===== src/source/debug_pkg.sv =====
package debug_pkg;

    // width of host words, instructions and registers
    localparam int DATA_W = 32;

    // commands handed from the decoder to the run controller
    typedef enum logic [2:0] {
        CMD_CONT   = 3'd0,  // run until END
        CMD_STEP   = 3'd1,  // enter step mode
        CMD_NEXT   = 3'd2,  // retire one instruction
        CMD_CANCEL = 3'd3   // leave step mode
    } cmd_e;

    // instruction bits 31..26
    typedef enum logic [5:0] {
        OP_ADD  = 6'b000000, // rd = rs + rt
        OP_ADDI = 6'b001000, // rt = rs + sext(imm)
        OP_END  = 6'b111111  // program end, core holds here
    } opcode_e;

    // fixed host messages, four ascii bytes each
    localparam logic [DATA_W-1:0] MSG_LOAD   = "\0lom";
    localparam logic [DATA_W-1:0] MSG_CONT   = "\0com";
    localparam logic [DATA_W-1:0] MSG_STEP   = "\0stm";
    localparam logic [DATA_W-1:0] MSG_NEXT   = "nxst";
    localparam logic [DATA_W-1:0] MSG_CANCEL = "clst";

    // last word of a program load, also decodes as OP_END
    localparam logic [DATA_W-1:0] END_MARKER = '1;

endpackage


===== src/source/debug_cmd_decoder.sv =====
`timescale 1ns/10ps

module debug_cmd_decoder #(
    parameter int IMEM_DEPTH = 64
) (
    input  logic                           i_clk,
    input  logic                           i_reset,
    input  logic                           i_data_ready,
    input  logic [debug_pkg::DATA_W-1:0]   i_data,
    input  logic                           i_busy,
    output logic                           o_cmd_valid,
    output debug_pkg::cmd_e                o_cmd,
    output logic                           o_prog_loaded,
    output logic                           o_imem_we,
    output logic [$clog2(IMEM_DEPTH)+1:0]  o_imem_addr,
    output logic [debug_pkg::DATA_W-1:0]   o_imem_wdata
);

    import debug_pkg::*;

    typedef enum logic {
        DEC_CMD,  // words are matched against messages
        DEC_LOAD  // every word is an instruction
    } dec_state_e;

    dec_state_e state;

    always_ff @(posedge i_clk) begin
        if (i_reset) begin
            state         <= DEC_CMD;
            o_cmd_valid   <= 1'b0;
            o_prog_loaded <= 1'b0;
            o_imem_we     <= 1'b0;
            o_imem_addr   <= '0;
        end else begin
            o_cmd_valid   <= 1'b0;
            o_prog_loaded <= 1'b0;
            o_imem_we     <= 1'b0;

            // post-increment after each write, wrap to 0 after the marker
            if (o_imem_we) begin
                o_imem_addr <= o_prog_loaded ? '0 : o_imem_addr + 4;
            end

            if (i_data_ready) begin
                case (state)
                    DEC_CMD: begin
                        if (i_data == MSG_LOAD && !i_busy) begin
                            state       <= DEC_LOAD;
                            o_imem_addr <= '0;
                        end else if (i_data == MSG_CONT || i_data == MSG_STEP ||
                                     i_data == MSG_NEXT || i_data == MSG_CANCEL) begin
                            o_cmd_valid <= 1'b1;
                        end
                        // anything else is dropped
                    end
                    DEC_LOAD: begin
                        o_imem_we <= 1'b1;
                        if (i_data == END_MARKER) begin
                            o_prog_loaded <= 1'b1; // lines up with the marker write
                            state         <= DEC_CMD;
                        end
                    end
                    default: state <= DEC_CMD;
                endcase
            end
        end
    end

    // payload, only meaningful alongside its strobe
    always_ff @(posedge i_clk) begin
        if (i_data_ready) begin
            o_imem_wdata <= i_data;
            case (i_data)
                MSG_STEP:   o_cmd <= CMD_STEP;
                MSG_NEXT:   o_cmd <= CMD_NEXT;
                MSG_CANCEL: o_cmd <= CMD_CANCEL;
                default:    o_cmd <= CMD_CONT;
            endcase
        end
    end

endmodule


===== config.mk =====
export PLATFORM = sky130hd
export DESIGN_NAME = debug_cmd_decoder
export DESIGN_NICKNAME = d
export VERILOG_FILES = /design/src/source/debug_pkg.sv /design/src/source/debug_cmd_decoder.sv
export SDC_FILE = /design/constraint.sdc
export NUM_CORES = 1
export LEC_CHECK = 0
export BUFFER_PORTS_ARGS = -buffer_cell sky130_fd_sc_hd__buf_2
export CORE_MARGIN = 2
export CORE_UTILIZATION = 49
export CTS_CLUSTER_DIAMETER = 120
export DETAILED_ROUTE_END_ITERATION = 6
export PLACE_DENSITY = 0.93
export SYNTH_ARGS = -nofsm -noshare
export SYNTH_HDL_FRONTEND = slang
export SYNTH_SLANG_ARGS = --single-unit

===== constraint.sdc =====
create_clock -name i_clk -period 4.6 [get_ports i_clk]
set_clock_uncertainty 0.05 [all_clocks]
set_input_delay 0.46 -clock i_clk [delete_from_list [all_inputs] [get_ports i_clk]]
set_output_delay 0.46 -clock i_clk [all_outputs]
set_load 0.01 [all_outputs]

==> results.ini <==
[outcome]
status=finished clean

[timing]
finalSetupTns_ns=0
max-slew-margin-rel=0.493
rsz0062_at_grt=false
slew_viol_final=0
period_minus_slack_ns=1.82
fin_crit_sh=0.396
hold_violations=0
fmax_mhz=549
worst_pin_slew_ns=0.761
finalSetupViolCount=0

[layout]
area.growth.synth_to_final_pct=32.4
fin_nets=257
stdcell_count=269
drive_above_1_share=0.416
fillers=256
antenna_cells=0
fin_area_mm2=0.00239

[power]
switching_share=0.198
pwr-share-seq=0.533
powerDensity_mw_per_mm2=373
comb_power_share=0.088
p_leak_nw=0.985
power_mw=0.893
p_int_mw=0.716
pwr-share-clk=0.379
p_switching_mw=0.176
ir_drop_mv=0.222

[floorplanning]
num_rows=22
ios=82
die_x_um=64.7
die-area_mm2=0.00419
fp.dieH_um=64.7
coreArea_mm2=0.00361
start_util=0.501

[logic_synthesis]
synth_largest_area_cell=edfxtp_1
syn_area_per_cell_um2=13.5
yosysUniqueCellTypes=30
synth_top_area_frac=0.565
ys_top_cells_by_area=edfxtp_1 57%, dfxtp_1 13%, nor2_1 3.7%
synth_common_cells=34 x edfxtp_1, 18 x nor2_1, 12 x dfxtp_1, 10 x nand4_1, 10 x nor3_1
synth_edf_count=34
ys_seq_area_frac=0.699
syn-cell-area_mm2=0.00181
synth_most_common_cell=edfxtp_1
synth-seq-cells=46
synth_warnings=0
synth_async_sr_flop_share=0
dominantRegCellSynth=edfxtp_1
synthCells=134
synth_nets=171

[critical_path]
startpoint_type=input port
cpMaxStageDelayCell=or4_1
cp_slowest_stage_delay_ns=0.57
critPathArrivalTime_ns=1.94
crit_chain=buf_2 -> or4_1 -> nor2_1 -> nand4_2 -> o311ai_4 -> nor2_1
critPathKind=input port to register
endpoint_kind=register
crit_required_ns=4.72
crit_fanout=6
cp_common_cell=nor2_1
critPathTopFamily=simple AND/OR/NAND/NOR gates
worst-path-buf-inv=1

[route]
wl_met3_um=209
wl_met2_mm=1.93
wl_per_cell_um=14.2
met1_length_mm=1.62
wirelength_mm=3.82
top_layer=met4
first_pass_iters=4
drt_iter0_markers=79
drc=0
via_per_inst=5.27
num_vias=1417
drt.antenna.violating_nets=0

[global_routing]
track_usage=0.184
grt_max_degree=38
overflow=0
antenna_found_initial=0
grt_pass1_wl_mm=5.71
grt_pass1_vias=1279

[place]
place_congestion=0.897
dpl_cell_area_mm2=0.00226
place_inst=261
dp_hpwl_mm=2.94
io_buffers=80

[run]
maxCapViolCount=0

[clock_network]
path_clk_slew_ns=0.08
cts_tree=built
post_cts_buffers=0
clock_path_buffers=2
clock-sinks=46
cts_resized=0
cts_root_buf=clkbuf_8
cts_made_buffers=5
h-tree-depth=2
hold_buffers=0
insertion_delay_ns=0.29

[min_path]
hp-class=input port to register

worst paths after layout:
kind	start	endpoint	slack, ns	cells past startpoint
worst min register to register	o_imem_addr[1]	o_imem_addr[1]	0.38	2
worst max-delay path	i_data[24]	o_imem_addr[5]	2.78	6
worst max register to register	o_imem_we	o_imem_addr[7]	3.50	4
worst min-delay path	i_data[25]	o_imem_wdata[25]	0.32	1
state kept, by name, summed over array words and instances (netlist names):
signal	flops
o_imem_wdata	32
state	1
o_cmd_valid	1
o_imem_addr	8
o_prog_loaded	1
o_imem_we	1
o_cmd	2
final cells by class:
cell class	count	area, um^2	share of cell area
Timing Repair Buffer	80	400	0.167
Sequential cell	46	1260	0.527
Inverter	5	18.8	0.00785
Tap cell	48	60.1	0.0251
Clock inverter	3	63.8	0.0267
Multi-Input combinational cell	82	518	0.217
Clock buffer	5	68.8	0.0288
cell families (layout without fill, tap and decap cells):
| family | count (synthesis) | after routing | synth area share |
|---|---|---|---|
| buffers and inverters | 6 | 93 | 0.0146 |
| AND/OR/NAND/NOR | 68 | 68 | 0.217 |
| adder cells (fa/ha/maj) | 1 | 1 | 0.00693 |
| XOR/XNOR | 4 | 4 | 0.0194 |
| AO/OA/AOI/OAI | 8 | 8 | 0.0416 |
| other | 1 | 1 | 0.00208 |
| flip-flops | 46 | 46 | 0.699 |
power groups by stage:
stage	Clock [mW]	Sequential (mW)	Combinational [mW]
2_1_floorplan	0	0.500	0.0109
3_3_place_gp	0	0.485	0.0770
3_5_place_dp	0	0.486	0.0782
4_1_cts	0.344	0.476	0.0785
5_1_grt	0.360	0.478	0.0844
6_report	0.338	0.476	0.0784
placed cells by master (no fill, tap or decap):
cell type and count:
a21oi_1 2, a32oi_1 1, and3_1 2, buf_2 80
bufinv_16 2, clkbuf_8 5, clkinv_1 1, conb_1 1
dfxtp_1 12, edfxtp_1 34, ha_1 1, inv_1 5
nand2_1 9, nand3_1 6, nand4_1 10, nand4_2 1
nand4bb_1 2, nor2_1 18, nor2b_1 1, nor3_1 10
nor4_1 2, nor4_4 1, nor4b_2 1, o211a_1 1
o211ai_1 1, o21ai_0 1, o21bai_1 1, o311ai_4 1
or3_4 1, or4_1 3, or4bb_1 1, xnor2_1 1
xor2_1 3
routing by layer:
layer,track usage,vias to the layer above
met2,0.305,54
met3,0.0417,6
met5,0,-
met4,0.0851,0
li1,-,679
met1,0.230,678
per-stage QoR:
step / setup slack (ns) / hold WS [ns] / utilization
5_1_grt: 2.68 / 0.307 / 0.663
3_5_place_dp: 2.47 / 0.372 / 0.626
6_report: 2.78 / 0.317 / 0.663
3_3_place_gp: 2.55 / 0.368 / 0.626
2_1_floorplan: 2.74 / 0.403 / -
4_1_cts: 2.79 / 0.310 / 0.663
(Power assumes the default switching activity.)
