===== config.mk =====
export PLATFORM = sky130hd
export DESIGN_NAME = mini_core
export DESIGN_NICKNAME = d
export VERILOG_FILES = /design/src/source/debug_pkg.sv /design/src/source/mini_core.sv
export SDC_FILE = /design/constraint.sdc
export NUM_CORES = 2
export LEC_CHECK = 0
export ABC_CLOCK_PERIOD_IN_PS = 6300
export BUFFER_PORTS_ARGS = -buffer_cell sky130_fd_sc_hd__clkbuf_2
export CORE_UTILIZATION = 45
export DETAILED_ROUTE_END_ITERATION = 16
export PLACE_DENSITY = 0.61
export SYNTH_ARGS = -nofsm -noshare
export SYNTH_HDL_FRONTEND = slang
export SYNTH_SLANG_ARGS = --single-unit

===== constraint.sdc =====
create_clock -name i_clk -period 6.3 [get_ports i_clk]
set_input_delay 0.945 -clock i_clk [delete_from_list [all_inputs] [get_ports i_clk]]
set_output_delay 0.945 -clock i_clk [all_outputs]
set_load 0.01 [all_outputs]

===== src/source/debug_pkg.sv =====
package debug_pkg;

    // width of host words, instructions and registers
    localparam int DATA_W = 32;

    // commands handed from the decoder to the run controller
    typedef enum logic [2:0] {
        CMD_CONT   = 3'd0,  // run until END
        CMD_STEP   = 3'd1,  // enter step mode
        CMD_NEXT   = 3'd2,  // retire one instruction
        CMD_CANCEL = 3'd3   // leave step mode
    } cmd_e;

    // instruction bits 31..26
    typedef enum logic [5:0] {
        OP_ADD  = 6'b000000, // rd = rs + rt
        OP_ADDI = 6'b001000, // rt = rs + sext(imm)
        OP_END  = 6'b111111  // program end, core holds here
    } opcode_e;

    // fixed host messages, four ascii bytes each
    localparam logic [DATA_W-1:0] MSG_LOAD   = "\0lom";
    localparam logic [DATA_W-1:0] MSG_CONT   = "\0com";
    localparam logic [DATA_W-1:0] MSG_STEP   = "\0stm";
    localparam logic [DATA_W-1:0] MSG_NEXT   = "nxst";
    localparam logic [DATA_W-1:0] MSG_CANCEL = "clst";

    // last word of a program load, also decodes as OP_END
    localparam logic [DATA_W-1:0] END_MARKER = '1;

endpackage


===== src/source/mini_core.sv =====
`timescale 1ns/10ps

module mini_core #(
    parameter int IMEM_DEPTH = 64
) (
    input  logic                           i_clk,
    input  logic                           i_reset,
    input  logic                           i_halt,
    input  logic                           i_core_reset,
    input  logic [debug_pkg::DATA_W-1:0]   i_instr,
    input  logic [4:0]                     i_reg_sel,
    output logic [$clog2(IMEM_DEPTH)+1:0]  o_fetch_addr,
    output logic                           o_program_end,
    output logic [debug_pkg::DATA_W-1:0]   o_reg_data,
    output logic [debug_pkg::DATA_W-1:0]   o_pc
);

    import debug_pkg::*;

    localparam int ADDR_W = $clog2(IMEM_DEPTH) + 2;

    logic [DATA_W-1:0] pc;
    logic [DATA_W-1:0] regs [32];

    opcode_e           op;
    logic [4:0]        rs;
    logic [4:0]        rt;
    logic [4:0]        rd;
    logic [DATA_W-1:0] imm_ext;
    logic              retire;

    // instruction fields
    assign op      = opcode_e'(i_instr[31:26]);
    assign rs      = i_instr[25:21];
    assign rt      = i_instr[20:16];
    assign rd      = i_instr[15:11];
    assign imm_ext = {{(DATA_W-16){i_instr[15]}}, i_instr[15:0]};

    assign o_program_end = (op == OP_END);
    assign retire        = !i_halt && !o_program_end; // END holds the pc

    assign o_fetch_addr = pc[ADDR_W-1:0];
    assign o_pc         = pc;
    assign o_reg_data   = regs[i_reg_sel]; // debug read port

    always_ff @(posedge i_clk) begin
        if (i_reset || i_core_reset) begin
            pc <= '0;
        end else if (retire) begin
            pc <= pc + 4;
        end
    end

    // register 0 is cleared by reset and never written, so it reads zero
    always_ff @(posedge i_clk) begin
        if (i_reset) begin
            for (int i = 0; i < 32; i++) begin
                regs[i] <= '0;
            end
        end else if (retire) begin
            case (op)
                OP_ADDI: begin
                    if (rt != 5'd0) begin
                        regs[rt] <= regs[rs] + imm_ext;
                    end
                end
                OP_ADD: begin
                    if (rd != 5'd0) begin
                        regs[rd] <= regs[rs] + regs[rt];
                    end
                end
                default: ; // unknown opcodes only move the pc
            endcase
        end
    end

endmodule


==> results.txt <==
The count of distinct cell types in the synthesized netlist came out at just under 70. The number of global-route vias before repair is 42466. The starting utilization of the core area is between 40% and 50%.

For this block, the via count after detailed routing is 43738. The static leakage came out at between 20 and 25 nW. The floorplan step set the die width to roughly 380 um. Setup repair after global routing left no endpoint under its margin.

The top cell type by area accounts for between 40% and 50% of the synthesized area. Using the TritonRoute via totals, the vias-per-cell ratio works out to a little over 7. The tightest min-delay check is of the flop to flop type. The filler cell count in the final layout is 11488.

The largest voltage drop on the vdd net came out at 0.000269 V. Global routing consumed, over all layers together, 33.9% of the routing resources. The power density relative to cell area is about 260 nW/um^2. In the final routed layout, each cell accounts on average for just under 40 um.

The dominant cell type by area after synthesis is sky130_fd_sc_hd__edfxtp_1. In this run the worst path has a maximum fanout of 27. The count of nets left with antenna violations once routing finished came out at 0. The clock drives 1054 sinks.

Ranked by total cell area, the synthesized netlist is headed by sky130_fd_sc_hd__edfxtp_1 49%, sky130_fd_sc_hd__mux4_2 34%, sky130_fd_sc_hd__nor2_1 5.9%. The cell area after placement is about 67000 um^2. The clock latency on the worst-skew pair is between 0.7 and 0.8 ns. The detailed router's first-iteration violation count is 7108.

After floorplanning, the core was divided into approximately 140 placement rows. The post-route cell area is a little over 70000 um^2. The number of hold buffers added after CTS came out at 0. The global-route congestion overflow total is 0.

Counting flops and latches in the post-synthesis netlist gives 1054. TritonCTS built the clock tree. The worst hold slack is roughly 0.51 ns. For the worst flop-to-flop path, the logic depth is 15. The total clock buffers created by CTS came out at ~120.

Timing would allow up to 180 MHz. The iteration count of the initial detailed-routing pass is 5. The clock period minus worst slack came out at around 5.6 ns.

The H-tree depth reported by CTS came out at 3. Of all flip-flops after synthesis, the portion carrying an async set or reset was 0%. For the pin with the worst max-slew slack, the measured transition is roughly 1.3 ns. The final count of hold timing violations is 0. The share of the Yosys chip area taken by registers is between 40% and 50%. At the placement stage, the worst setup path has a slack of ~0.17 ns. The initial antenna violation count came out at 8.

STA classifies the critical path startpoint as a primary input. The final layout contains approximately 4200 nets. The final-layout setup total negative slack came out at 0 ns. The relative slew slack is 16.5%. The count of buffers inserted at the top-level ports came out at 109.

The final count of pins violating max slew was 0. Once detailed placement completed, the half-perimeter wirelength came to 133 mm. The routed wire length came out at about 240 mm. The layout-stage area growth over the synthesis result came out at 12.7%. The number of gates given a new drive strength after cts is 0. The synthesized netlist occupies a cell area of 63100 um^2. Counting instances in the post-synthesis netlist gives the leading cell types as 1024 x sky130_fd_sc_hd__edfxtp_1, 987 x sky130_fd_sc_hd__nor2_1, 950 x sky130_fd_sc_hd__mux4_2. The library cell used as clock root buffer is sky130_fd_sc_hd__clkbuf_16.

Setup slack on the critical path of the routed design comes to ~0.74 ns. Once the clock tree was built, the setup fixing pass inserted 0 buffers. For this run, the leading register cell type out of synthesis is sky130_fd_sc_hd__edfxtp_1.

The core footprint is approximately 140000 um^2. The buffer depth of the longest clock path came out at 3. At the end of routability-driven placement, the weighted congestion stood at just over 0.9. The worst endpoint required time is roughly 6.8 ns.

The run finished with clean final reports. The worst setup path is of the primary input to flop kind. The DRC violations left is 0. In this run, synthesis inferred just over 1000 flip-flops with an integrated enable. The max-cap violation count came out at 0.

The cell with the most instances after synthesis is sky130_fd_sc_hd__edfxtp_1. The first global-routing pass estimated about 330 mm of wire. The type of element capturing the critical path is a flop. The mean area per synthesized cell is 15.2 um^2.

The maximum clock skew at final layout came out at approximately 0.038 ns. Synthesis produced between 4000 and 5000 cells. The die boundary height is approximately 380 um. The part of the cycle the worst path needs is about nine tenths. The number of primary I/O pins came out at 114. The instance count along the most critical hold path came out at 2. The clock transition at the registers of the reported paths is roughly 0.06 ns. The final setup violation count is 0. The Yosys step of the flow raised 0 warnings.

The post-route netlist has 38.1% of its cells at a drive strength greater than 1. The floorplan step defined a die boundary enclosing about 140000 um^2. The pin count of the biggest net entering global routing came out at between 70 and 80. For the worst setup path, the data arrival time is approximately 6.0 ns.
## routing by layer
| metal | track usage, % | vias up | wire (um) |
|---|---|---|---|
| met4 | 17.5 | 10 | 14900 |
| met3 | 9.15 | 720 | 33700 |
| li1 | - | 16569 | - |
| met1 | 46.0 | 22739 | 84300 |
| met5 | 0 | - | 66 |
| met2 | 50.4 | 3700 | 106000 |
## cells by family (layout without fill, tap and decap cells)
family | after synthesis | count (layout) | synth area share, %
fa+ha+maj | 33 | 33 | 0.666
simple gates | 1312 | 1312 | 8.61
xor+xnor | 52 | 52 | 0.722
compound gates | 178 | 178 | 1.81
mux | 1034 | 1034 | 35.4
flops | 1054 | 1054 | 49.7
buf+inv | 480 | 552 | 3.15
other cells | 1 | 37 | 0.00594
## cell type report
cell class                 instances  area [um^2]  share of cell area [%]
clock inverter                    69          628                   0.883
multi-input combinational       2645        30500                    42.9
clock buffer                     145         3050                    4.29
timing repair buffer             325         3190                    4.48
inverter                          13         53.8                  0.0757
antenna                            1         2.50                 0.00352
tap                             1876         2350                    3.30
sequential                      1054        31400                    44.1
## stage by stage
stage / total power, mW / util, % / instances
after floorplan: 10.6 / - / 4179
final: 18.8 / 51.0 / 6128
after detailed placement: 12.1 / 48.4 / 5913
after global routing: 19.3 / 51.0 / 6127
after CTS: 18.8 / 51.0 / 6127
after global placement: 12.1 / 48.4 / 5913
## sequential cells by signal, summed over array words and instances (netlist names)
name	cells
regs	1024
o_pc	30
## final timing paths
path,to,slack (ns),start
worst max-delay path,regs[1][31],0.74,i_instr[16]
worst min-delay path,o_pc[29],0.51,o_pc[29]
worst max register to register,regs[3][26],1.15,regs[10][2]
worst min register to register,o_pc[29],0.51,o_pc[29]
## where the power goes
group / switching [mW] / leakage (nW) / internal, mW
combinational: 2.40 / 12.0 / 1.56
clock: 2.94 / 1.81 / 3.83
sequential: 0.168 / 10.8 / 7.92
## worst max-delay path, stage by stage
cell                      delay, ns
sky130_fd_sc_hd__buf_8         0.28
sky130_fd_sc_hd__buf_12        0.21
sky130_fd_sc_hd__buf_12        0.24
sky130_fd_sc_hd__mux4_2        0.54
sky130_fd_sc_hd__mux4_2        0.47
sky130_fd_sc_hd__mux2i_1       0.61
sky130_fd_sc_hd__o21ai_0       0.19
sky130_fd_sc_hd__ha_1          0.35
sky130_fd_sc_hd__buf_4         0.16
sky130_fd_sc_hd__nand2_1       0.05
sky130_fd_sc_hd__o21ai_0       0.49
sky130_fd_sc_hd__a31oi_1       0.09
sky130_fd_sc_hd__o21ai_0       0.12
sky130_fd_sc_hd__buf_4         0.21
sky130_fd_sc_hd__a31oi_1       0.15
sky130_fd_sc_hd__a31o_2        0.27
sky130_fd_sc_hd__xnor2_2       0.32
sky130_fd_sc_hd__buf_12        0.22
sky130_fd_sc_hd__nor2_1        0.06
## layout by cell type (no fill, tap or decap), types with 30 or more instances in the layout
master / Yosys / layout
sky130_fd_sc_hd__buf_4: 12 / 145
sky130_fd_sc_hd__nand2b_4: 1 / 32
sky130_fd_sc_hd__mux2_2: 64 / 64
sky130_fd_sc_hd__o21ai_0: 42 / 41
sky130_fd_sc_hd__nor2_1: 987 / 987
sky130_fd_sc_hd__clkbuf_2: 0 / 95
sky130_fd_sc_hd__conb_1: 1 / 36
sky130_fd_sc_hd__a21oi_1: 45 / 45
sky130_fd_sc_hd__dfxtp_1: 30 / 30
sky130_fd_sc_hd__mux4_2: 950 / 950
sky130_fd_sc_hd__nor3_1: 100 / 99
sky130_fd_sc_hd__nand2_1: 92 / 78
sky130_fd_sc_hd__clkbuf_16: 0 / 118
sky130_fd_sc_hd__ha_1: 32 / 32
sky130_fd_sc_hd__edfxtp_1: 1024 / 1024
sky130_fd_sc_hd__buf_12: 0 / 75
No activity file was read; power rests on OpenSTA's default activity.
