==> src/source/debug_pkg.sv <==
package debug_pkg;

    // width of host words, instructions and registers
    localparam int DATA_W = 32;

    // commands handed from the decoder to the run controller
    typedef enum logic [2:0] {
        CMD_CONT   = 3'd0,  // run until END
        CMD_STEP   = 3'd1,  // enter step mode
        CMD_NEXT   = 3'd2,  // retire one instruction
        CMD_CANCEL = 3'd3   // leave step mode
    } cmd_e;

    // instruction bits 31..26
    typedef enum logic [5:0] {
        OP_ADD  = 6'b000000, // rd = rs + rt
        OP_ADDI = 6'b001000, // rt = rs + sext(imm)
        OP_END  = 6'b111111  // program end, core holds here
    } opcode_e;

    // fixed host messages, four ascii bytes each
    localparam logic [DATA_W-1:0] MSG_LOAD   = "\0lom";
    localparam logic [DATA_W-1:0] MSG_CONT   = "\0com";
    localparam logic [DATA_W-1:0] MSG_STEP   = "\0stm";
    localparam logic [DATA_W-1:0] MSG_NEXT   = "nxst";
    localparam logic [DATA_W-1:0] MSG_CANCEL = "clst";

    // last word of a program load, also decodes as OP_END
    localparam logic [DATA_W-1:0] END_MARKER = '1;

endpackage

==> src/source/debug_controller.sv <==
`timescale 1ns/10ps

module debug_controller (
    input  logic             i_clk,
    input  logic             i_reset,
    input  logic             i_cmd_valid,
    input  debug_pkg::cmd_e  i_cmd,
    input  logic             i_prog_loaded,
    input  logic             i_program_end,
    input  logic             i_dump_done,
    output logic             o_busy,
    output logic             o_core_halt,
    output logic             o_core_reset,
    output logic             o_dump_start
);

    import debug_pkg::*;

    typedef enum logic [2:0] {
        IDLE,    // core halted, waiting for a mode command
        RUN,     // continuous execution
        ST_IDLE, // step mode, waiting for nxst or clst
        ST_EXEC, // halt released for one cycle
        DUMP     // dump unit streaming pc and registers
    } ctrl_state_e;

    ctrl_state_e state;
    logic        prog_ready; // a full program sits in memory
    logic        step_dump;  // DUMP goes back to step mode

    // load is refused outside idle
    assign o_busy = (state != IDLE);

    always_ff @(posedge i_clk) begin
        if (i_reset) begin
            state        <= IDLE;
            prog_ready   <= 1'b0;
            step_dump    <= 1'b0;
            o_core_halt  <= 1'b1;
            o_core_reset <= 1'b0;
            o_dump_start <= 1'b0;
        end else begin
            o_core_reset <= 1'b0;
            o_dump_start <= 1'b0;

            if (i_prog_loaded) begin
                prog_ready <= 1'b1;
            end

            case (state)
                IDLE: begin
                    o_core_halt <= 1'b1;
                    if (i_cmd_valid && prog_ready) begin
                        case (i_cmd)
                            CMD_CONT: begin
                                o_core_halt <= 1'b0;
                                state       <= RUN;
                            end
                            CMD_STEP: state <= ST_IDLE;
                            default:  state <= IDLE; // nxst / clst mean nothing here
                        endcase
                    end
                end

                RUN: begin
                    // END reached, freeze the core and report
                    if (i_program_end) begin
                        o_core_halt  <= 1'b1;
                        o_dump_start <= 1'b1;
                        step_dump    <= 1'b0;
                        state        <= DUMP;
                    end
                end

                ST_IDLE: begin
                    if (i_cmd_valid) begin
                        case (i_cmd)
                            CMD_NEXT: begin
                                o_core_halt <= 1'b0;
                                state       <= ST_EXEC;
                            end
                            CMD_CANCEL: begin
                                o_core_reset <= 1'b1; // pc back to 0
                                state        <= IDLE;
                            end
                            default: state <= ST_IDLE;
                        endcase
                    end
                end

                ST_EXEC: begin
                    // the core retires one instruction on this edge
                    o_core_halt  <= 1'b1;
                    o_dump_start <= 1'b1;
                    step_dump    <= 1'b1;
                    state        <= DUMP;
                end

                DUMP: begin
                    if (i_dump_done) begin
                        if (step_dump) begin
                            state <= ST_IDLE;
                        end else begin
                            o_core_reset <= 1'b1; // registers survive, pc restarts
                            state        <= IDLE;
                        end
                    end
                end

                default: state <= IDLE;
            endcase
        end
    end

endmodule

==> config.mk <==
export PLATFORM = sky130hd
export DESIGN_NAME = debug_controller
export DESIGN_NICKNAME = d
export VERILOG_FILES = /design/src/source/debug_pkg.sv /design/src/source/debug_controller.sv
export SDC_FILE = /design/constraint.sdc
export NUM_CORES = 1
export LEC_CHECK = 0
export BUFFER_PORTS_ARGS = -buffer_cell sky130_fd_sc_hd__buf_2
export CORE_ASPECT_RATIO = 1.2
export CORE_MARGIN = 10
export CORE_UTILIZATION = 25
export DETAILED_ROUTE_END_ITERATION = 10
export REMOVE_ABC_BUFFERS = 1
export SYNTH_ARGS = -nofsm -noshare
export SYNTH_HDL_FRONTEND = slang
export SYNTH_SLANG_ARGS = --single-unit
export TNS_END_PERCENT = 5
==> constraint.sdc <==
create_clock -name i_clk -period 1.3 [get_ports i_clk]
set_clock_uncertainty 0.2 [all_clocks]
set_input_delay 0.13 -clock i_clk [delete_from_list [all_inputs] [get_ports i_clk]]
set_output_delay 0.13 -clock i_clk [all_outputs]
set_load 0.005 [all_outputs]
==> metrics.csv, run 1 <==
stage,metric,value,unit
status,status,finished with violations,
status,violated checks,"negative hold slack, negative setup slack",
final_layout,Layout Utilization,40.6,%
worst_setup_path,crit path capture type,output pin,
run,max-cap viol count,0,
timing,final hold vios,1,
clock_tree,Root Buffer,clkbuf_4,
timing,Worst Hold Margin,-0.00497,ns
placed_design,GP Congestion,0.827,
power,internal power,0.383,mW
worst_setup_path,worst endpoint required time,0.97,ns
grt,antenna violations before repair,0,
grt,Total GRT Usage,5.96,%
clock_tree,Num Clock Sinks,8,
die,Die H,64.3,um
power,Leak,0.256,nW
clock_tree,Max Root-Sink Buffers,2,
logic_synthesis,Post-Syn Instances,49,
final_layout,most frequent cells in the layout,"12 x buf_2, 7 x nor2_1, 5 x dfxtp_1, 5 x buf_4",
timing,# setup viols final,2,
worst_setup_path,crit path kind,reg2out,
final_layout,Final Instance Area,602,um^2
timing,Rel. slew slack,83.0,%
logic_synthesis,synthesized area,408,um^2
power,Switching Fraction,24.2,%
final_layout,Area Growth Syn to Fin,47.5,%
final_layout,share of cells above drive strength 1,44.9,%
clock_tree,Worst-path clk slew,0.05,ns
logic_synthesis,register area share after synthesis,39.3,%
final_layout,Final #Nets,80,
worst_hold_path,Hold Path Class,in2reg,
routing,DRC Markers,0,
worst_setup_path,r2r startpoint,state[2]$_SDFFE_PP0P_,
power,Clk network pwr share,38.7,%
logic_synthesis,Synth area leader,dfxtp_1,
worst_hold_path,hold depth,3,
timing,Slew @ Worst Pin,0.252,ns
clock_tree,Num CTS Buffers,3,
timing,Final Worst Setup Slack,-0.116,ns
timing,min Tclk post-route,1.42,ns
placed_design,dpl cell area,505,um^2
routing,Vias/cell,4.83,
timing,RSZ-0062 raised after global routing,true,
logic_synthesis,Synth area leaders,"dfxtp_1 39%, nor2_1 6.4%, o41ai_1 4.3%",
routing,initial drt markers,3,
placed_design,post-DP HPWL,798,um
routing,routed via count,415,
clock_tree,"Clk Latency, worst-skew pair",0.26,ns
grt,grt ovf,0,
power,sequential share of power,49.4,%
worst_setup_path,critical path startpoint category,register,
logic_synthesis,Unique masters post-synth,25,
worst_setup_path,Worst R2R Path Depth,3,
worst_hold_path,HP Start,i_dump_done,
worst_setup_path,Max Fanout on Critical Path,2,
routing,DR WL/cell,11.9,um
power,Tot Pwr,0.505,mW
die,total core area,0.00148,mm^2
routing,"antenna viol nets, final",0,
logic_synthesis,Ys Warns,0,
timing,"Slew Viols, Final",0,
routing,DR pass1 iterations,2,
die,Rows,15,
die,Die ar.,0.00365,mm^2
routing,Detailed Route WL,1030,um
clock_tree,CTS tree,yes,
worst_setup_path,Critical Path Source,state[2]$_SDFFE_PP0P_,
die,Initial Util,27.5,%
power,PD cells,839,mW/mm^2
grt,global-route wire length before repair,1790,um
timing,fmax,706,MHz
logic_synthesis,#FFs+latches synth,8,
grt,largest net degree at the start of global routing,10,
final_layout,antenna cells,0,
placed_design,PortBufs,12,
power,Comb pwr share,11.8,%
power,worst vdd ir,0.000470,V
clock_tree,H-tree Lvls,1,
die,Top Ports,13,
power,switching power,0.122,mW
die,die width,56.9,um
grt,vias in the first global route,429,
worst_setup_path,arrival time at the worst endpoint,1.09,ns
logic_synthesis,Mean Syn Cell Area,8.32,um^2
final_layout,"most common cell after layout, fill and taps aside",buf_2,
logic_synthesis,share of the synthesized area in the top cell type,39.3,%
timing,period utilisation layout,109,%
==> power groups by stage <==
| stage | combinational [mW] | clock [mW] | sequential, mW |
|---|---|---|---|
| global placement | 0.0472 | 0 | 0.259 |
| global route | 0.0664 | 0.222 | 0.250 |
| finish | 0.0598 | 0.196 | 0.250 |
| detailed placement | 0.0478 | 0 | 0.259 |
| floorplan | 0.0191 | 0 | 0.258 |
| CTS | 0.0565 | 0.204 | 0.251 |
==> worst max-delay path, cell delays in order (launching register included) <==
cell	delay (ns)
dfxtp_4	0.34
or3_1	0.36
buf_2	0.13
==> cell type report <==
cell class	instances	area, um^2
Clock buffer	3	22.5
Fill cell	153	881
Tap cell	17	21.3
Multi-Input combinational cell	36	254
Sequential cell	8	169
Inverter	2	7.51
Timing Repair Buffer	20	128
==> Yosys cell counts <==
master / instances
a211oi_2: 1
a21oi_1: 2
a22oi_1: 1
a41oi_1: 1
buf_2: 2
clkbuf_1: 1
dfxtp_1: 8
inv_1: 1
inv_2: 1
mux2i_1: 1
nand2_1: 3
nand2b_1: 1
nand3_1: 2
nand4bb_1: 1
nor2_1: 7
nor2b_1: 2
nor3_1: 3
nor3b_2: 1
o21ai_0: 3
o31a_1: 1
o31ai_1: 1
o41ai_1: 2
or2b_1: 1
or3_1: 1
or4b_1: 1
==> layer usage <==
metal / track usage [%] / routed length (um) / part of all wire (%)
met3: 2.77 / 76 / 7.4
met2: 9.48 / 482 / 47
met1: 5.97 / 431 / 42
met4: 4.41 / 34 / 3.3
met5: 0 / 0 / 0
==> through the flow <==
step / setup TNS, ns / std cells / setup WS (ns)
3_5_place_dp: -0.0510 / 79 / -0.0226
6_report: -0.116 / 86 / -0.116
3_3_place_gp: -0.000900 / 79 / -0.000900
2_1_floorplan: 0 / 46 / 0.0167
4_1_cts: -0.138 / 86 / -0.125
5_1_grt: -0.466 / 86 / -0.162
==> flip-flops by register name, summed over array words and instances (netlist names) <==
signal / count
state: 3
o_core_halt: 1
o_core_reset: 1
o_dump_start: 1
prog_ready: 1
step_dump: 1
==> repair_timing <==
| action | in CTS | in global routing |
|---|---|---|
| endpoints found under the setup margin | 4 | 7 |
| hold buffers | 3 | 0 |
| cloned | 0 | 0 |
| hold endpoints to repair | 6 | 0 |
| pin swaps | 1 | 1 |
| setup buffers | 1 | 0 |
| resized for setup | 5 | 6 |
==> cells by family (layout without fill, tap and decap cells) <==
family	after synthesis	count (layout)	synth area share (%)
compound gates	12	12	21.5
simple gates	23	23	31.6
buf+inv	5	25	5.21
flops	8	8	39.3
mux	1	1	2.45
==> path summary, 6_finish.rpt <==
kind,endpoint,slack [ns]
worst max register to register,state[2]$_SDFFE_PP0P_,0
worst min register to register,o_core_halt$_SDFFE_PP1P_,0.28
worst min-delay path,state[2]$_SDFFE_PP0P_,-0.005
worst max-delay path,o_busy,-0.12
(Power assumes the default switching activity.)
==> run 2, diff against run 1 <==
ABC_AREA = 1   (was unset)
==> metrics.csv, run 2 <==
stage,metric,value,unit
die,die width,59.7,um
timing,# setup viols final,0,
grt,vias in the first global route,468,
timing,fmax,773,MHz
final_layout,Final #Nets,101,
die,Top Ports,13,
power,Leak,0.309,nW
placed_design,post-DP HPWL,870,um
routing,Vias/cell,4.44,
routing,Detailed Route WL,1090,um
grt,Total GRT Usage,5.62,%
final_layout,max reg flops,3,
grt,antenna violations before repair,0,
worst_setup_path,crit path capture type,register,
clock_tree,"Clk Latency, worst-skew pair",0.25,ns
final_layout,most frequent cells in the layout,"15 x nand2_1, 12 x buf_2, 11 x nor2_1",
die,total core area,0.00181,mm^2
worst_setup_path,Critical Path Sink,step_dump$_SDFFE_PP0P_,
timing,Rel. slew slack,80.1,%
routing,routed via count,484,
logic_synthesis,Ys Warns,0,
power,Clk network pwr share,36.5,%
power,sequential share of power,49.7,%
worst_setup_path,Critical Path Source,i_program_end,
worst_setup_path,r2r startpoint,state[0]$_SDFFE_PP0P_,
logic_synthesis,Post-synth EDFFs,0,
logic_synthesis,ys async rst share,0,%
power,switching power,0.119,mW
clock_tree,Num Clock Sinks,8,
die,Rows,17,
die,Initial Util,26.1,%
logic_synthesis,top-count cell post-synth,nand2_1,
logic_synthesis,Unique masters post-synth,16,
final_layout,"most common cell after layout, fill and taps aside",nand2_1,
worst_setup_path,critical path startpoint category,input pin,
worst_setup_path,R2R Path End,state[1]$_SDFFE_PP0P_,
routing,"antenna viol nets, final",0,
final_layout,Area Growth Syn to Fin,32.1,%
logic_synthesis,Synth area leaders,"dfxtp_1 34%, nand2_1 12%, nor2_1 8.8%",
routing,DR WL/cell,10.0,um
run,max-cap viol count,0,
routing,DR pass1 iterations,4,
worst_hold_path,Hold Path Class,in2reg,
power,PD cells,809,mW/mm^2
logic_synthesis,#FFs+latches synth,8,
worst_setup_path,arrival time at the worst endpoint,1.27,ns
final_layout,Final Instance Area,623,um^2
logic_synthesis,top post-synthesis cells by count,"15 x nand2_1, 11 x nor2_1, 9 x inv_1",
logic_synthesis,Post-Syn Instances,72,
logic_synthesis,prevailing post-synth register cell,dfxtp_1,
grt,grt ovf,0,
clock_tree,Max Root-Sink Buffers,2,
power,worst vdd ir,0.000527,V
timing,Slew @ Worst Pin,0.296,ns
clock_tree,CTS tree,yes,
clock_tree,Num CTS Buffers,3,
logic_synthesis,share of the synthesized area in the top cell type,34.0,%
die,Die H,67.6,um
timing,min Tclk post-route,1.29,ns
final_layout,largest reg by FF count,state,
worst_setup_path,R2R setup slack,0.04,ns
final_layout,Finished Layout Cells,109,
logic_synthesis,Synth area leader,dfxtp_1,
logic_synthesis,Mean Syn Cell Area,6.55,um^2
timing,RSZ-0062 raised after global routing,true,
placed_design,GP Congestion,0.767,
power,Comb pwr share,13.8,%
worst_setup_path,worst endpoint required time,1.28,ns
routing,initial drt markers,13,
routing,DRC Markers,0,
status,status,"finished, final reports clean",
timing,Worst Hold Margin,0.00946,ns
worst_setup_path,Worst R2R Path Depth,6,
clock_tree,H-tree Lvls,1,
final_layout,antenna cells,0,
die,Die ar.,0.00403,mm^2
worst_setup_path,crit path kind,in2reg,
power,Switching Fraction,23.7,%
timing,period utilisation layout,99.5,%
final_layout,share of cells above drive strength 1,34.4,%
logic_synthesis,register area share after synthesis,34.0,%
placed_design,dpl cell area,541,um^2
worst_setup_path,Max Fanout on Critical Path,3,
grt,global-route wire length before repair,1810,um
clock_tree,Root Buffer,clkbuf_4,
grt,largest net degree at the start of global routing,9,
logic_synthesis,synthesized area,472,um^2
placed_design,placed cells,102,
power,internal power,0.385,mW
placed_design,PortBufs,12,
timing,final hold vios,0,
timing,"Slew Viols, Final",0,
clock_tree,Worst-path clk slew,0.05,ns
run 2: worst min path at each step:
stage             startpoint                       to  slack, ns  cells after the start
6_report         i_dump_done    state[2]$_SDFFE_PP0P_      0.009                      4
5_1_grt          i_dump_done    state[2]$_SDFFE_PP0P_       0.03                      4
4_1_cts          i_dump_done    state[2]$_SDFFE_PP0P_     0.0001                      4
3_5_place_dp   i_prog_loaded  prog_ready$_SDFFE_PP0P_       0.14                      3
3_3_place_gp   i_prog_loaded  prog_ready$_SDFFE_PP0P_       0.14                      3
2_1_floorplan        i_reset    state[1]$_SDFFE_PP0P_     -0.008                      1
run 2: stage by stage:
step | TNS, ns | power, mW | setup slack [ns] | util [%]
4_1_cts | -0.0222 | 0.516 | -0.0222 | 34.2
2_1_floorplan | 0 | 0.293 | 0.0358 | -
3_5_place_dp | -0.0817 | 0.320 | -0.0305 | 29.9
6_report | 0 | 0.504 | 0.00641 | 34.5
3_3_place_gp | -0.00644 | 0.320 | -0.00644 | 29.9
5_1_grt | -0.215 | 0.541 | -0.0473 | 34.5
run 2: routing by layer:
layer / routed length (um) / vias up / GRT usage, %
met3: 107 / 0 / 4.69
li1: - / 265 / -
met5: 0 / - / 0
met4: 0 / 0 / 0.843
met2: 511 / 11 / 9.28
met1: 473 / 208 / 5.40
run 2: cells by family after synthesis:
| kind of cell | after synthesis | share of synthesized area, % |
|---|---|---|
| compound gates | 8 | 10.1 |
| buf+inv | 12 | 12.7 |
| flops | 8 | 34.0 |
| simple gates | 44 | 43.2 |
run 2: final cells by class:
cell class / instances / area (um^2)
clock buffers: 3 / 22.5
fillers: 207 / 1180
inverters: 10 / 37.5
multi-input cells: 52 / 263
flip-flops and latches: 8 / 171
well taps: 19 / 23.8
repair buffers: 17 / 105
run 2: power by group through the flow:
stage | Combinational (mW) | Sequential (mW) | Clock [mW]
floorplan | 0.0339 | 0.259 | 0
global placement | 0.0601 | 0.260 | 0
detailed placement | 0.0602 | 0.260 | 0
CTS | 0.0699 | 0.254 | 0.192
global route | 0.0803 | 0.251 | 0.209
finish | 0.0695 | 0.250 | 0.184
run 2: critical path, cell delays in order:
cell and delay (ns):
dlygate4sd3_1 0.53, buf_2 0.14, o21ai_0 0.26, nand2_1 0.09
a21oi_1 0.12
run 2: repair_timing:
| item | 4_1_cts | 5_1_grt |
|---|---|---|
| pin swaps | 1 | 2 |
| hold buffers | 3 | 0 |
| endpoints found under the hold margin | 8 | 0 |
| endpoints found under the setup margin | 4 | 5 |
| buffers inserted | 1 | 0 |
| gates resized for setup | 6 | 2 |
