$ cat src/source/debug_pkg.sv
package debug_pkg;

    // width of host words, instructions and registers
    localparam int DATA_W = 32;

    // commands handed from the decoder to the run controller
    typedef enum logic [2:0] {
        CMD_CONT   = 3'd0,  // run until END
        CMD_STEP   = 3'd1,  // enter step mode
        CMD_NEXT   = 3'd2,  // retire one instruction
        CMD_CANCEL = 3'd3   // leave step mode
    } cmd_e;

    // instruction bits 31..26
    typedef enum logic [5:0] {
        OP_ADD  = 6'b000000, // rd = rs + rt
        OP_ADDI = 6'b001000, // rt = rs + sext(imm)
        OP_END  = 6'b111111  // program end, core holds here
    } opcode_e;

    // fixed host messages, four ascii bytes each
    localparam logic [DATA_W-1:0] MSG_LOAD   = "\0lom";
    localparam logic [DATA_W-1:0] MSG_CONT   = "\0com";
    localparam logic [DATA_W-1:0] MSG_STEP   = "\0stm";
    localparam logic [DATA_W-1:0] MSG_NEXT   = "nxst";
    localparam logic [DATA_W-1:0] MSG_CANCEL = "clst";

    // last word of a program load, also decodes as OP_END
    localparam logic [DATA_W-1:0] END_MARKER = '1;

endpackage

$ cat src/source/debug_dump_unit.sv
`timescale 1ns/10ps

module debug_dump_unit (
    input  logic                          i_clk,
    input  logic                          i_reset,
    input  logic                          i_dump_start,
    input  logic [debug_pkg::DATA_W-1:0]  i_reg_data,
    input  logic [debug_pkg::DATA_W-1:0]  i_pc,
    output logic [4:0]                    o_reg_sel,
    output logic                          o_dump_valid,
    output logic [debug_pkg::DATA_W-1:0]  o_dump_data,
    output logic                          o_dump_done
);

    import debug_pkg::*;

    localparam logic [5:0] LAST_SLOT = 6'd32;

    logic [5:0]        slot;   // 0 is the pc, 1..32 are registers 0..31
    logic              active;
    logic              step;
    logic [DATA_W-1:0] word;

    assign step      = i_dump_start || active;
    assign o_reg_sel = slot[4:0] - 5'd1; // slot 32 wraps to register 31
    assign word      = (slot == '0) ? i_pc : i_reg_data;

    always_ff @(posedge i_clk) begin
        if (i_reset) begin
            slot         <= '0;
            active       <= 1'b0;
            o_dump_valid <= 1'b0;
            o_dump_done  <= 1'b0;
        end else if (step) begin
            o_dump_valid <= 1'b1;
            o_dump_done  <= (slot == LAST_SLOT);
            active       <= (slot != LAST_SLOT);
            slot         <= (slot == LAST_SLOT) ? '0 : slot + 6'd1;
        end else begin
            o_dump_valid <= 1'b0;
            o_dump_done  <= 1'b0;
        end
    end

    always_ff @(posedge i_clk) begin
        if (step) begin
            o_dump_data <= word;
        end
    end

endmodule

$ cat config.mk
export PLATFORM = sky130hd
export DESIGN_NAME = debug_dump_unit
export DESIGN_NICKNAME = d
export VERILOG_FILES = /design/src/source/debug_pkg.sv /design/src/source/debug_dump_unit.sv
export SDC_FILE = /design/constraint.sdc
export NUM_CORES = 1
export LEC_CHECK = 0
export ABC_CLOCK_PERIOD_IN_PS = 2200
export BUFFER_PORTS_ARGS = -buffer_cell sky130_fd_sc_hd__buf_2
export CORE_ASPECT_RATIO = 0.6
export CORE_MARGIN = 10
export CORE_UTILIZATION = 40
export CTS_CLUSTER_SIZE = 25
export DETAILED_ROUTE_END_ITERATION = 10
export PLACE_DENSITY_LB_ADDON = 0.1
export SLEW_MARGIN = 20
export SYNTH_ARGS = -nofsm -noshare
export SYNTH_HDL_FRONTEND = slang
export SYNTH_SLANG_ARGS = --single-unit
$ cat constraint.sdc
create_clock -name i_clk -period 2.2 [get_ports i_clk]
set_clock_uncertainty 0.2 [all_clocks]
set_input_delay 0.66 -clock i_clk [delete_from_list [all_inputs] [get_ports i_clk]]
set_output_delay 0.66 -clock i_clk [all_outputs]
set_load 0.05 [all_outputs]
==> results of run 1 <==
==> per-stage QoR <==
step                      setup slack, ns  TNS (ns)  std cells  instance area [um^2]
final                             -0.0187   -0.0672        307                  2860
after global placement             0.0291         0        297                  2690
after detailed placement          -0.0140   -0.0554        297                  2690
after CTS                         -0.0267   -0.0463        306                  2820
after global routing              -0.0847     -1.35        307                  2860
after floorplan                    -0.118     -3.55        124                  2030
==> cell families (layout without fill, tap and decap cells) <==
kind of cell | after synthesis | count (layout) | synth area share (%)
adder cells (fa/ha/maj) | 3 | 3 | 1.91
flip-flops | 41 | 41 | 58.0
XOR/XNOR | 3 | 3 | 1.34
multiplexers | 32 | 32 | 24.0
buffers and inverters | 10 | 130 | 4.20
AND/OR/NAND/NOR | 22 | 22 | 6.61
AO/OA/AOI/OAI | 13 | 13 | 3.94
==> per-layer routing <==
| layer | vias to the layer above | GRT usage, % |
|---|---|---|
| li1 | 695 | - |
| met4 | 0 | 3.45 |
| met2 | 76 | 19.5 |
| met5 | - | 0 |
| met1 | 675 | 13.3 |
| met3 | 4 | 5.30 |
==> cell usage after synthesis (all sizes together) (2+ instances only) <==
cell    instances
nand3           2
mux2           32
nor3            2
o21ai           4
nand2           8
dfxtp           9
inv             4
buf             5
or3             2
nor2            4
edfxtp         32
ha              3
a211o           2
xor2            2
a21oi           5
==> timing repair <==
action	4_1_cts	5_1_grt
buffers inserted	1	1
pin swaps	4	2
resized for setup	12	9
setup endpoints to repair	25	28
==> layout make-up <==
class / count / area [um^2] / area share, %
timing repair buffer: 118 / 693 / 24.2
inverter: 4 / 18.8 / 0.656
sequential: 41 / 1140 / 40.0
clock buffer: 8 / 80.1 / 2.80
multi-input combinational: 73 / 843 / 29.5
tap: 63 / 78.8 / 2.76
==> sequential cells by signal, indices dropped and copies added (netlist names) <==
name / count
o_dump_done: 1
o_dump_data: 32
slot: 6
o_dump_valid: 1
active: 1
==> worst register-to-register path, delay by kind of cell, from the launching register on <==
kind                       cells  cell delay, ns
adders and majority gates      1            0.13
muxes                          1            0.32
buffers and inverters          2            0.29
and+or+nand+nor                2            0.68
DFF                            1            0.36
==> worst min-delay path by stage <==
stage	endpoint	slack, ns	cells past startpoint	from
2_1_floorplan	slot[1]	0.29	2	slot[1]
3_3_place_gp	slot[1]	0.36	2	active
3_5_place_dp	slot[1]	0.39	2	active
4_1_cts	slot[1]	0.41	2	active
5_1_grt	slot[0]	0.44	2	i_reset
6_report	slot[1]	0.40	2	active
==> power breakdown <==
| group | switching (uW) | internal, uW | total [uW] |
|---|---|---|---|
| Sequential | 22.9 | 944 | 966 |
| Clock | 229 | 225 | 454 |
| Combinational | 546 | 360 | 906 |
| Total | 798 | 1530 | 2330 |
==> key figures, run 1 <==
Run status
  • Status: finished with violations
  • Failing checks: negative setup slack

Global routing
  • Largest net degree at the start of global routing: 21
  • GR Overflow Total: 0
  • Gr usage total: 11.6%
  • Initial antenna violation count: 0
  • Vias in the first global route: 1,583
  • First-pass GRT wire length: 7.78 mm

Route
  • Detail Route Antenna Nets: 0
  • 1st-iter DRT viols: 42
  • DRT met1 WL: 2.07 mm
  • Met3 wire len: 444 um
  • Total iterations of the first detailed-routing run: 4
  • Final Routed Wirelength: 5.05 mm
  • Via count: 1,450
  • Mean routed wirelength per cell: 16.4 um
  • Max layer used: met4
  • DR DRC count: 0
  • DR vias/cell: 4.72
  • DR WL met2: 2.49 mm

Setup path
  • WP data required: 2.03 ns
  • Critical path launch point type: flip-flop
  • Crit Path Category: reg -> reg
  • R2R setup slack: -0.02 ns
  • Worst Setup SP: slot[0]
  • CP peak stage delay: 0.50 ns
  • Stages on worst setup path: 6
  • Arrival @ worst endpoint: about 2 ns
  • R2R Path Start: slot[0]
  • Crit end category: flip-flop
  • CP Buf/Inv Count: 2
  • CP delay by family, top: simple AND/OR/NAND/NOR gates
  • Worst Path Max Fanout: 12
  • R2R cell count: 6
  • Slowest CP cell: or4b_4
  • Worst r2r dst: o_dump_data[14]
  • Crit-path cells: clkinvlp_4 -> ha_4 -> or4b_4 -> nor2_8 -> buf_12 -> mux2_4
  • CP Capture Point: o_dump_data[14]

Yosys
  • Yosys warning count: 0
  • Synth unique cells: 28
  • Synthesized area: 0.00197 mm^2
  • Mapped Cells: roughly 120
  • Syn_nets: 194
  • Syn avg cell area: 15.9 um^2
  • Post-synth ARST share: 0%
  • Seq/Total Area, Yosys: 58.0%
  • #FFs+latches synth: 41
  • EDFF count, synth: 32
  • Synth top area share: 48.8%
  • Synth top area cells: edfxtp_1 (49%), mux2_4 (23%), dfxtp_1 (9.2%), buf_8 (2.3%), ha_1 (1.9%)
  • Post-synth top area cell: edfxtp_1
  • Synth Flop Type: edfxtp_1

Timing
  • Unrepaired setup endpoints after global routing: true
  • Min Clock Period, post-route: ~2.2 ns
  • Max Freq: 451 MHz
  • Max_slew headroom: between 60% and 70%
  • Worst slew pin tran: roughly 0.6 ns
  • Slew Limit Fails: 0
  • Finish-stage setup viols: 11
  • Fin worst setup slack: -0.0187 ns
  • Final period util: 101%
  • Final Hold Vio Count: 0
  • Hold WS: 0.397 ns

Clock tree
  • Clock Tree Buf Depth: 2
  • CTS tree: yes
  • Clock sink total: 41
  • Worst-Skew Late Latency: 0.28 ns
  • CTS H-Tree Depth: 2
  • # hold bufs at CTS: 0
  • Worst-path clk slew: 0.07 ns
  • CTS Buf Count: 5
  • CTS root buf: clkbuf_8

Layout
  • Fillers: 385
  • Layout area overhead: 45.3%
  • Layout Nets: 313
  • Ant diodes: 0
  • Layout cell share with drive strength beyond 1: 69.3%
  • Most common cell after layout, fill and taps aside: buf_2
  • End-of-flow core utilization: 61.4%
  • Most frequent cells in the layout: buf_2 (101), mux2_4 (32), edfxtp_1 (32), dfxtp_1 (8), buf_4 (8)

Floorplan
  • Core area: ~0.0047 mm^2
  • Row Count: 19
  • Initial Util: around 42%
  • DIE HEIGHT: 74.3 um
  • Die W: 111 um
  • IO Count: 106
  • Die area: between 0.008 and 0.009 mm^2

Placement
  • Gpl congestion: slightly above 0.8
  • IO buf count: 105
  • Final HPWL DP: 4.15 mm

Run
  • Max-cap check violation count: 0

Pwr
  • Pwr/cell area: 814 mW/mm^2
  • Max IR drop VDD: roughly 420 uV
  • Total power: 2330 uW
  • Leakage: about 0.0013 uW

Hold path
  • Hold crit path type: reg -> reg
Power figures use the tool's default switching activity.
==> run 2: changes to the inputs <==
- PLACE_DENSITY_LB_ADDON: 0.1 -> 0.2
==> run 2 against run 1 <==
Net effect: the flow still finishes with violations (negative setup slack); register-to-register slack worse by 0.05 ns; cell area rose by 1.6%; sequential share of layout area down 0.62 points; global-route usage is 0.28 points higher; fmax down 2.5%; utilization grew 0.97 points; critical path depth decreased by 1; setup slack lost 0.057 ns; clock power rose by 29%; first-iteration DRC count up 31%; critical path type is now reg -> out.
==> key figures, run 2 (synthesized netlist as in run 1, its figures left out) <==
Run status
  • Failing checks: negative setup slack
  • Status: finished with violations

Pwr
  • Pwr/cell area: 849 mW/mm^2
  • Leakage: 0.00135 uW
  • Max IR drop VDD: 388 uV

Hold path
  • Worst hold path startpoint: active
  • Worst hold stages: 2
  • Hold Path End: slot[1]
  • Hold crit path type: reg -> reg

Setup path
  • R2R Path Start: slot[0]
  • Critical path launch point type: flip-flop
  • Crit end category: output port
  • R2R cell count: 7
  • Crit Path Category: reg -> out
  • R2R setup slack: -0.07 ns
  • Worst r2r dst: o_dump_data[4]
  • Worst Path Max Fanout: 3
  • Arrival @ worst endpoint: 1.42 ns
  • WP data required: 1.34 ns

Timing
  • Hold WS: between 0.3 and 0.4 ns
  • Slew Limit Fails: 0
  • Max_slew headroom: 59.8%
  • Worst slew pin tran: slightly below 0.6 ns
  • Final period util: 103%
  • Fin worst setup slack: -0.0758 ns
  • Unrepaired setup endpoints after global routing: true
  • Fin Setup TNS: -1.78 ns
  • Min Clock Period, post-route: 2.28 ns
  • Final Hold Vio Count: 0
  • Max Freq: about 440 MHz
  • Finish-stage setup viols: 34

Clock tree
  • Worst-Skew Late Latency: 0.29 ns
  • # hold bufs at CTS: 0
  • Worst-path clk slew: 0.08 ns
  • CTS H-Tree Depth: 2
  • Clock Tree Buf Depth: 2
  • CTS tree: yes
  • Clock sink total: 41
  • CTS Buf Count: 5
  • CTS root buf: clkbuf_8

Global routing
  • GR Overflow Total: 0
  • First-pass GRT wire length: 7.74 mm
  • Gr usage total: 11.9%
  • Largest net degree at the start of global routing: 32
  • Initial antenna violation count: 0
  • Vias in the first global route: 1,440

Route
  • Final Routed Wirelength: 5.18 mm
  • Mean routed wirelength per cell: 16.7 um
  • Detail Route Antenna Nets: 0
  • DR vias/cell: 4.61
  • Total iterations of the first detailed-routing run: 4
  • DR DRC count: 0
  • Via count: 1,429
  • 1st-iter DRT viols: 55

Run
  • Max-cap check violation count: 0

Floorplan
  • Row Count: 19
  • DIE HEIGHT: 74.3 um
  • Die area: 0.00822 mm^2
  • IO Count: 106
  • Core area: 0.00466 mm^2
  • Die W: 111 um
  • Initial Util: a little over two fifths

Layout
  • Layout Nets: about 320
  • Ant diodes: 0
  • Layout area overhead: 47.6%
  • Most flop-heavy register: o_dump_data
  • Layout cell share with drive strength beyond 1: 69.6%
  • End-of-flow core utilization: 62.3%
  • Top Registers: o_dump_data (32), slot (6)
  • Largest register FFs: 32
  • Most common cell after layout, fill and taps aside: buf_2
  • Most frequent cells in the layout: buf_2 (101), edfxtp_1 (32), mux2_4 (30), buf_4 (10), dfxtp_1 (8)

Placement
  • IO buf count: 105
  • Dpl ws: 0.0146 ns
  • Final HPWL DP: 4.10 mm
  • Gpl congestion: 0.840
==> run 2: how the worst max path moves through the flow <==
stage	end	from	cells past startpoint	slack, ns
after detailed placement	o_dump_data[27]	slot[0]	6	0.01
after floorplan	o_dump_data[10]	slot[0]	6	-0.12
after global routing	o_reg_sel[2]	slot[1]	5	-0.13
after CTS	o_dump_data[30]	slot[0]	7	-0.07
after global placement	o_dump_data[27]	slot[1]	6	0.03
final	o_reg_sel[2]	slot[0]	5	-0.08
==> run 2: through the flow <==
stage | instances | power (uW) | instance area (um^2)
2_1_floorplan | 124 | 1640 | 2030
3_3_place_gp | 298 | 1840 | 2700
3_5_place_dp | 298 | 1850 | 2700
4_1_cts | 308 | 2470 | 2860
5_1_grt | 310 | 2580 | 2900
6_report | 310 | 2470 | 2900
==> run 2: per-layer routing <==
metal,up-vias,global-route usage (%),wire length [um]
met3,2,5.30,467
met5,-,0,0
met2,69,18.8,2470
li1,700,-,-
met4,0,3.45,17
met1,658,14.6,2230
==> run 2: layout make-up <==
| class | count | area, um^2 |
|---|---|---|
| clock buffer | 6 | 72.6 |
| clock inverter | 2 | 33.8 |
| fill | 390 | 1760 |
| inverter | 4 | 18.8 |
| multi-input combinational | 73 | 818 |
| sequential | 41 | 1140 |
| tap | 63 | 78.8 |
| timing repair buffer | 121 | 737 |
==> run 2: report_power, final <==
part	switching (uW)	total [uW]	internal (uW)
Clock	248	584	335
Combinational	550	916	366
Sequential	22.9	966	943
Total	821	2470	1640
==> run 2: critical path, stage by stage, from the launching register on <==
cell and delay [ns]:
dfxtp_4 0.38, clkinvlp_4 0.10, ha_2 0.21, buf_4 0.15, xor2_4 0.15, buf_8 0.15
==> run 2: repair_timing <==
item | CTS | global route
resized for setup | 11 | 5
setup endpoints to repair | 3 | 34
hold endpoints to repair | 0 | 0
setup buffers | 2 | 1
pin swaps | 1 | 1
gates cloned | 0 | 1
==> run 3: changes to the inputs <==
- BUFFER_PORTS_ARGS: -buffer_cell sky130_fd_sc_hd__buf_2 -> -buffer_cell sky130_fd_sc_hd__buf_4
- CORE_UTILIZATION: 40 -> 35
- PLACE_DENSITY: not set -> 0.68
- PLACE_DENSITY_LB_ADDON: 0.2 -> not set
==> run 3 against run 2 <==
Net effect: the flow still finishes with violations (negative setup slack); flip-flop and latch count unchanged; combinational power increased by 11%; count of clock-buffer cells in the layout unchanged; via count increased by 2.5%; critical path depth increased by 2; utilization decreased by 4.7 points; critical endpoint is now o_dump_data[16]; largest power group is now combinational cells; highest routed layer unchanged.
==> key figures, run 3 (synthesized netlist as in run 1, its figures left out) <==
Global routing
  • Vias in the first global route: 1,586
  • Gr usage total: between 10 and 15%
  • First-pass GRT wire length: 8.15 mm
  • Largest net degree at the start of global routing: 26
  • Initial antenna violation count: 0
  • GR Overflow Total: 0

Timing
  • Unrepaired setup endpoints after global routing: true
  • Fin Setup TNS: -1.59 ns
  • Slew Limit Fails: 0
  • Max Freq: 441 MHz
  • Finish-stage setup viols: 34
  • Worst slew pin tran: 0.521 ns
  • Fin worst setup slack: -0.0658 ns
  • Max_slew headroom: 64.8%
  • Final Hold Vio Count: 0
  • Final period util: 103%
  • Min Clock Period, post-route: approximately 2.3 ns

Floorplan
  • Initial Util: a little over a third
  • Die W: 117 um
  • Row Count: 21
  • IO Count: 106
  • Core area: 0.00552 mm^2
  • DIE HEIGHT: about 80 um
  • Die area: 0.00912 mm^2

Route
  • DR vias/cell: 4.65
  • DRT met1 WL: roughly 2.3 mm
  • Total iterations of the first detailed-routing run: 4
  • Detail Route Antenna Nets: 0
  • Via count: roughly 1.5k
  • Mean routed wirelength per cell: between 15 and 20 um
  • DR DRC count: 0
  • Met3 wire len: 769 um
  • 1st-iter DRT viols: 55
  • Max layer used: met4
  • DR WL met2: 2.48 mm
  • Final Routed Wirelength: 5.58 mm

Setup path
  • CP Capture Point: o_dump_data[16]
  • WP data required: 2.04 ns
  • Crit end category: flip-flop
  • Crit Path Category: reg -> reg
  • Worst Path Max Fanout: 7
  • R2R cell count: 7
  • Arrival @ worst endpoint: 2.10 ns
  • R2R Path Start: slot[0]
  • Worst Setup SP: slot[0]
  • Critical path launch point type: flip-flop
  • Worst r2r dst: o_dump_data[16]
  • R2R setup slack: -0.07 ns

Layout
  • Largest register FFs: 32
  • Most frequent cells in the layout: buf_4 (110), edfxtp_1 (32), mux2_4 (30), dfxtp_1 (8), nand2_1 (7)
  • Layout Nets: 315
  • Layout cell share with drive strength beyond 1: 69.5%
  • Sequential Area: 0.00114 mm^2
  • Fillers: about 490
  • Multi-input gate area: 836 um^2
  • Fin cells: around 320
  • Most flop-heavy register: o_dump_data
  • Top Registers: o_dump_data (32), slot (6)
  • Layout area overhead: 61.7%
  • Ant diodes: 0
  • Design area: 0.00318 mm^2
  • Most common cell after layout, fill and taps aside: buf_4

Pwr
  • Max IR drop VDD: between 300 and 400 uV
  • Pwr/cell area: around 810 mW/mm^2
  • Leakage: 0.00145 uW

Clock tree
  • # hold bufs at CTS: 0
  • Clock sink total: 41
  • Worst-Skew Late Latency: 0.28 ns
  • CTS Buf Count: 5
  • CTS root buf: clkbuf_8
  • CTS H-Tree Depth: 2
  • Clock Tree Buf Depth: 2
  • CTS tree: yes
  • Worst-path clk slew: 0.08 ns

Placement
  • IO buf count: 105
  • Final HPWL DP: 4.38 mm
  • Placed Instance Area: 0.00296 mm^2
  • Inst Count DP: 303
  • Gpl congestion: 0.750

Run status
  • Failing checks: negative setup slack
  • Status: finished with violations

Run
  • Max-cap check violation count: 0

Hold path
  • Hold crit path type: reg -> reg
## run 3: worst max-delay path: stages (launching register included)
cell        delay [ns]
dfxtp_2           0.34
clkinvlp_4        0.07
buf_4             0.11
ha_4              0.11
or4b_4            0.50
nor2_8            0.19
clkbuf_16         0.20
mux2_4            0.29
## run 3: how the worst min path moves through the flow
stage / from / end / slack [ns] / depth (start not counted)
after floorplan: slot[1] / slot[1] / 0.29 / 2
after global placement: active / slot[1] / 0.37 / 2
after detailed placement: active / slot[1] / 0.38 / 2
after CTS: i_reset / slot[0] / 0.38 / 2
after global routing: i_reset / slot[0] / 0.38 / 2
final: active / slot[1] / 0.39 / 2
## run 3: routing by layer
layer | track usage (%) | up-vias
li1 | - | 701
met1 | 13.6 | 678
met2 | 17.1 | 84
met3 | 5.47 | 2
met4 | 3.69 | 0
met5 | 0 | -
## run 3: timing repair
action	in CTS	in global routing
cloned	0	2
setup buffers	1	1
endpoints found under the setup margin	28	34
gates resized for setup	10	1
pin swaps	2	2
## run 3: per-stage QoR
| step | utilization (%) | total power [uW] | hold slack [ns] | setup WS, ns |
|---|---|---|---|---|
| final | 57.7 | 2570 | 0.394 | -0.0658 |
| after global routing | 57.7 | 2680 | 0.384 | -0.129 |
| after CTS | 56.6 | 2560 | 0.383 | -0.0681 |
| after detailed placement | 53.7 | 1950 | 0.383 | -0.00913 |
| after global placement | 53.7 | 1930 | 0.367 | 0.0169 |
| after floorplan | - | 1640 | 0.286 | -0.118 |
## run 3: power by group
| group | internal, uW | total, uW | switching, uW |
|---|---|---|---|
| clock | 335 | 581 | 246 |
| sequential | 944 | 970 | 26.2 |
| combinational | 454 | 1020 | 561 |
## run 3: final cells by class
cell class	count	area share, %
multi-input cells	73	26.3
inverters	4	0.590
flip-flops and latches	41	35.9
clock inverters	2	1.06
well taps	69	2.71
clock buffers	6	2.28
repair buffers	120	31.2
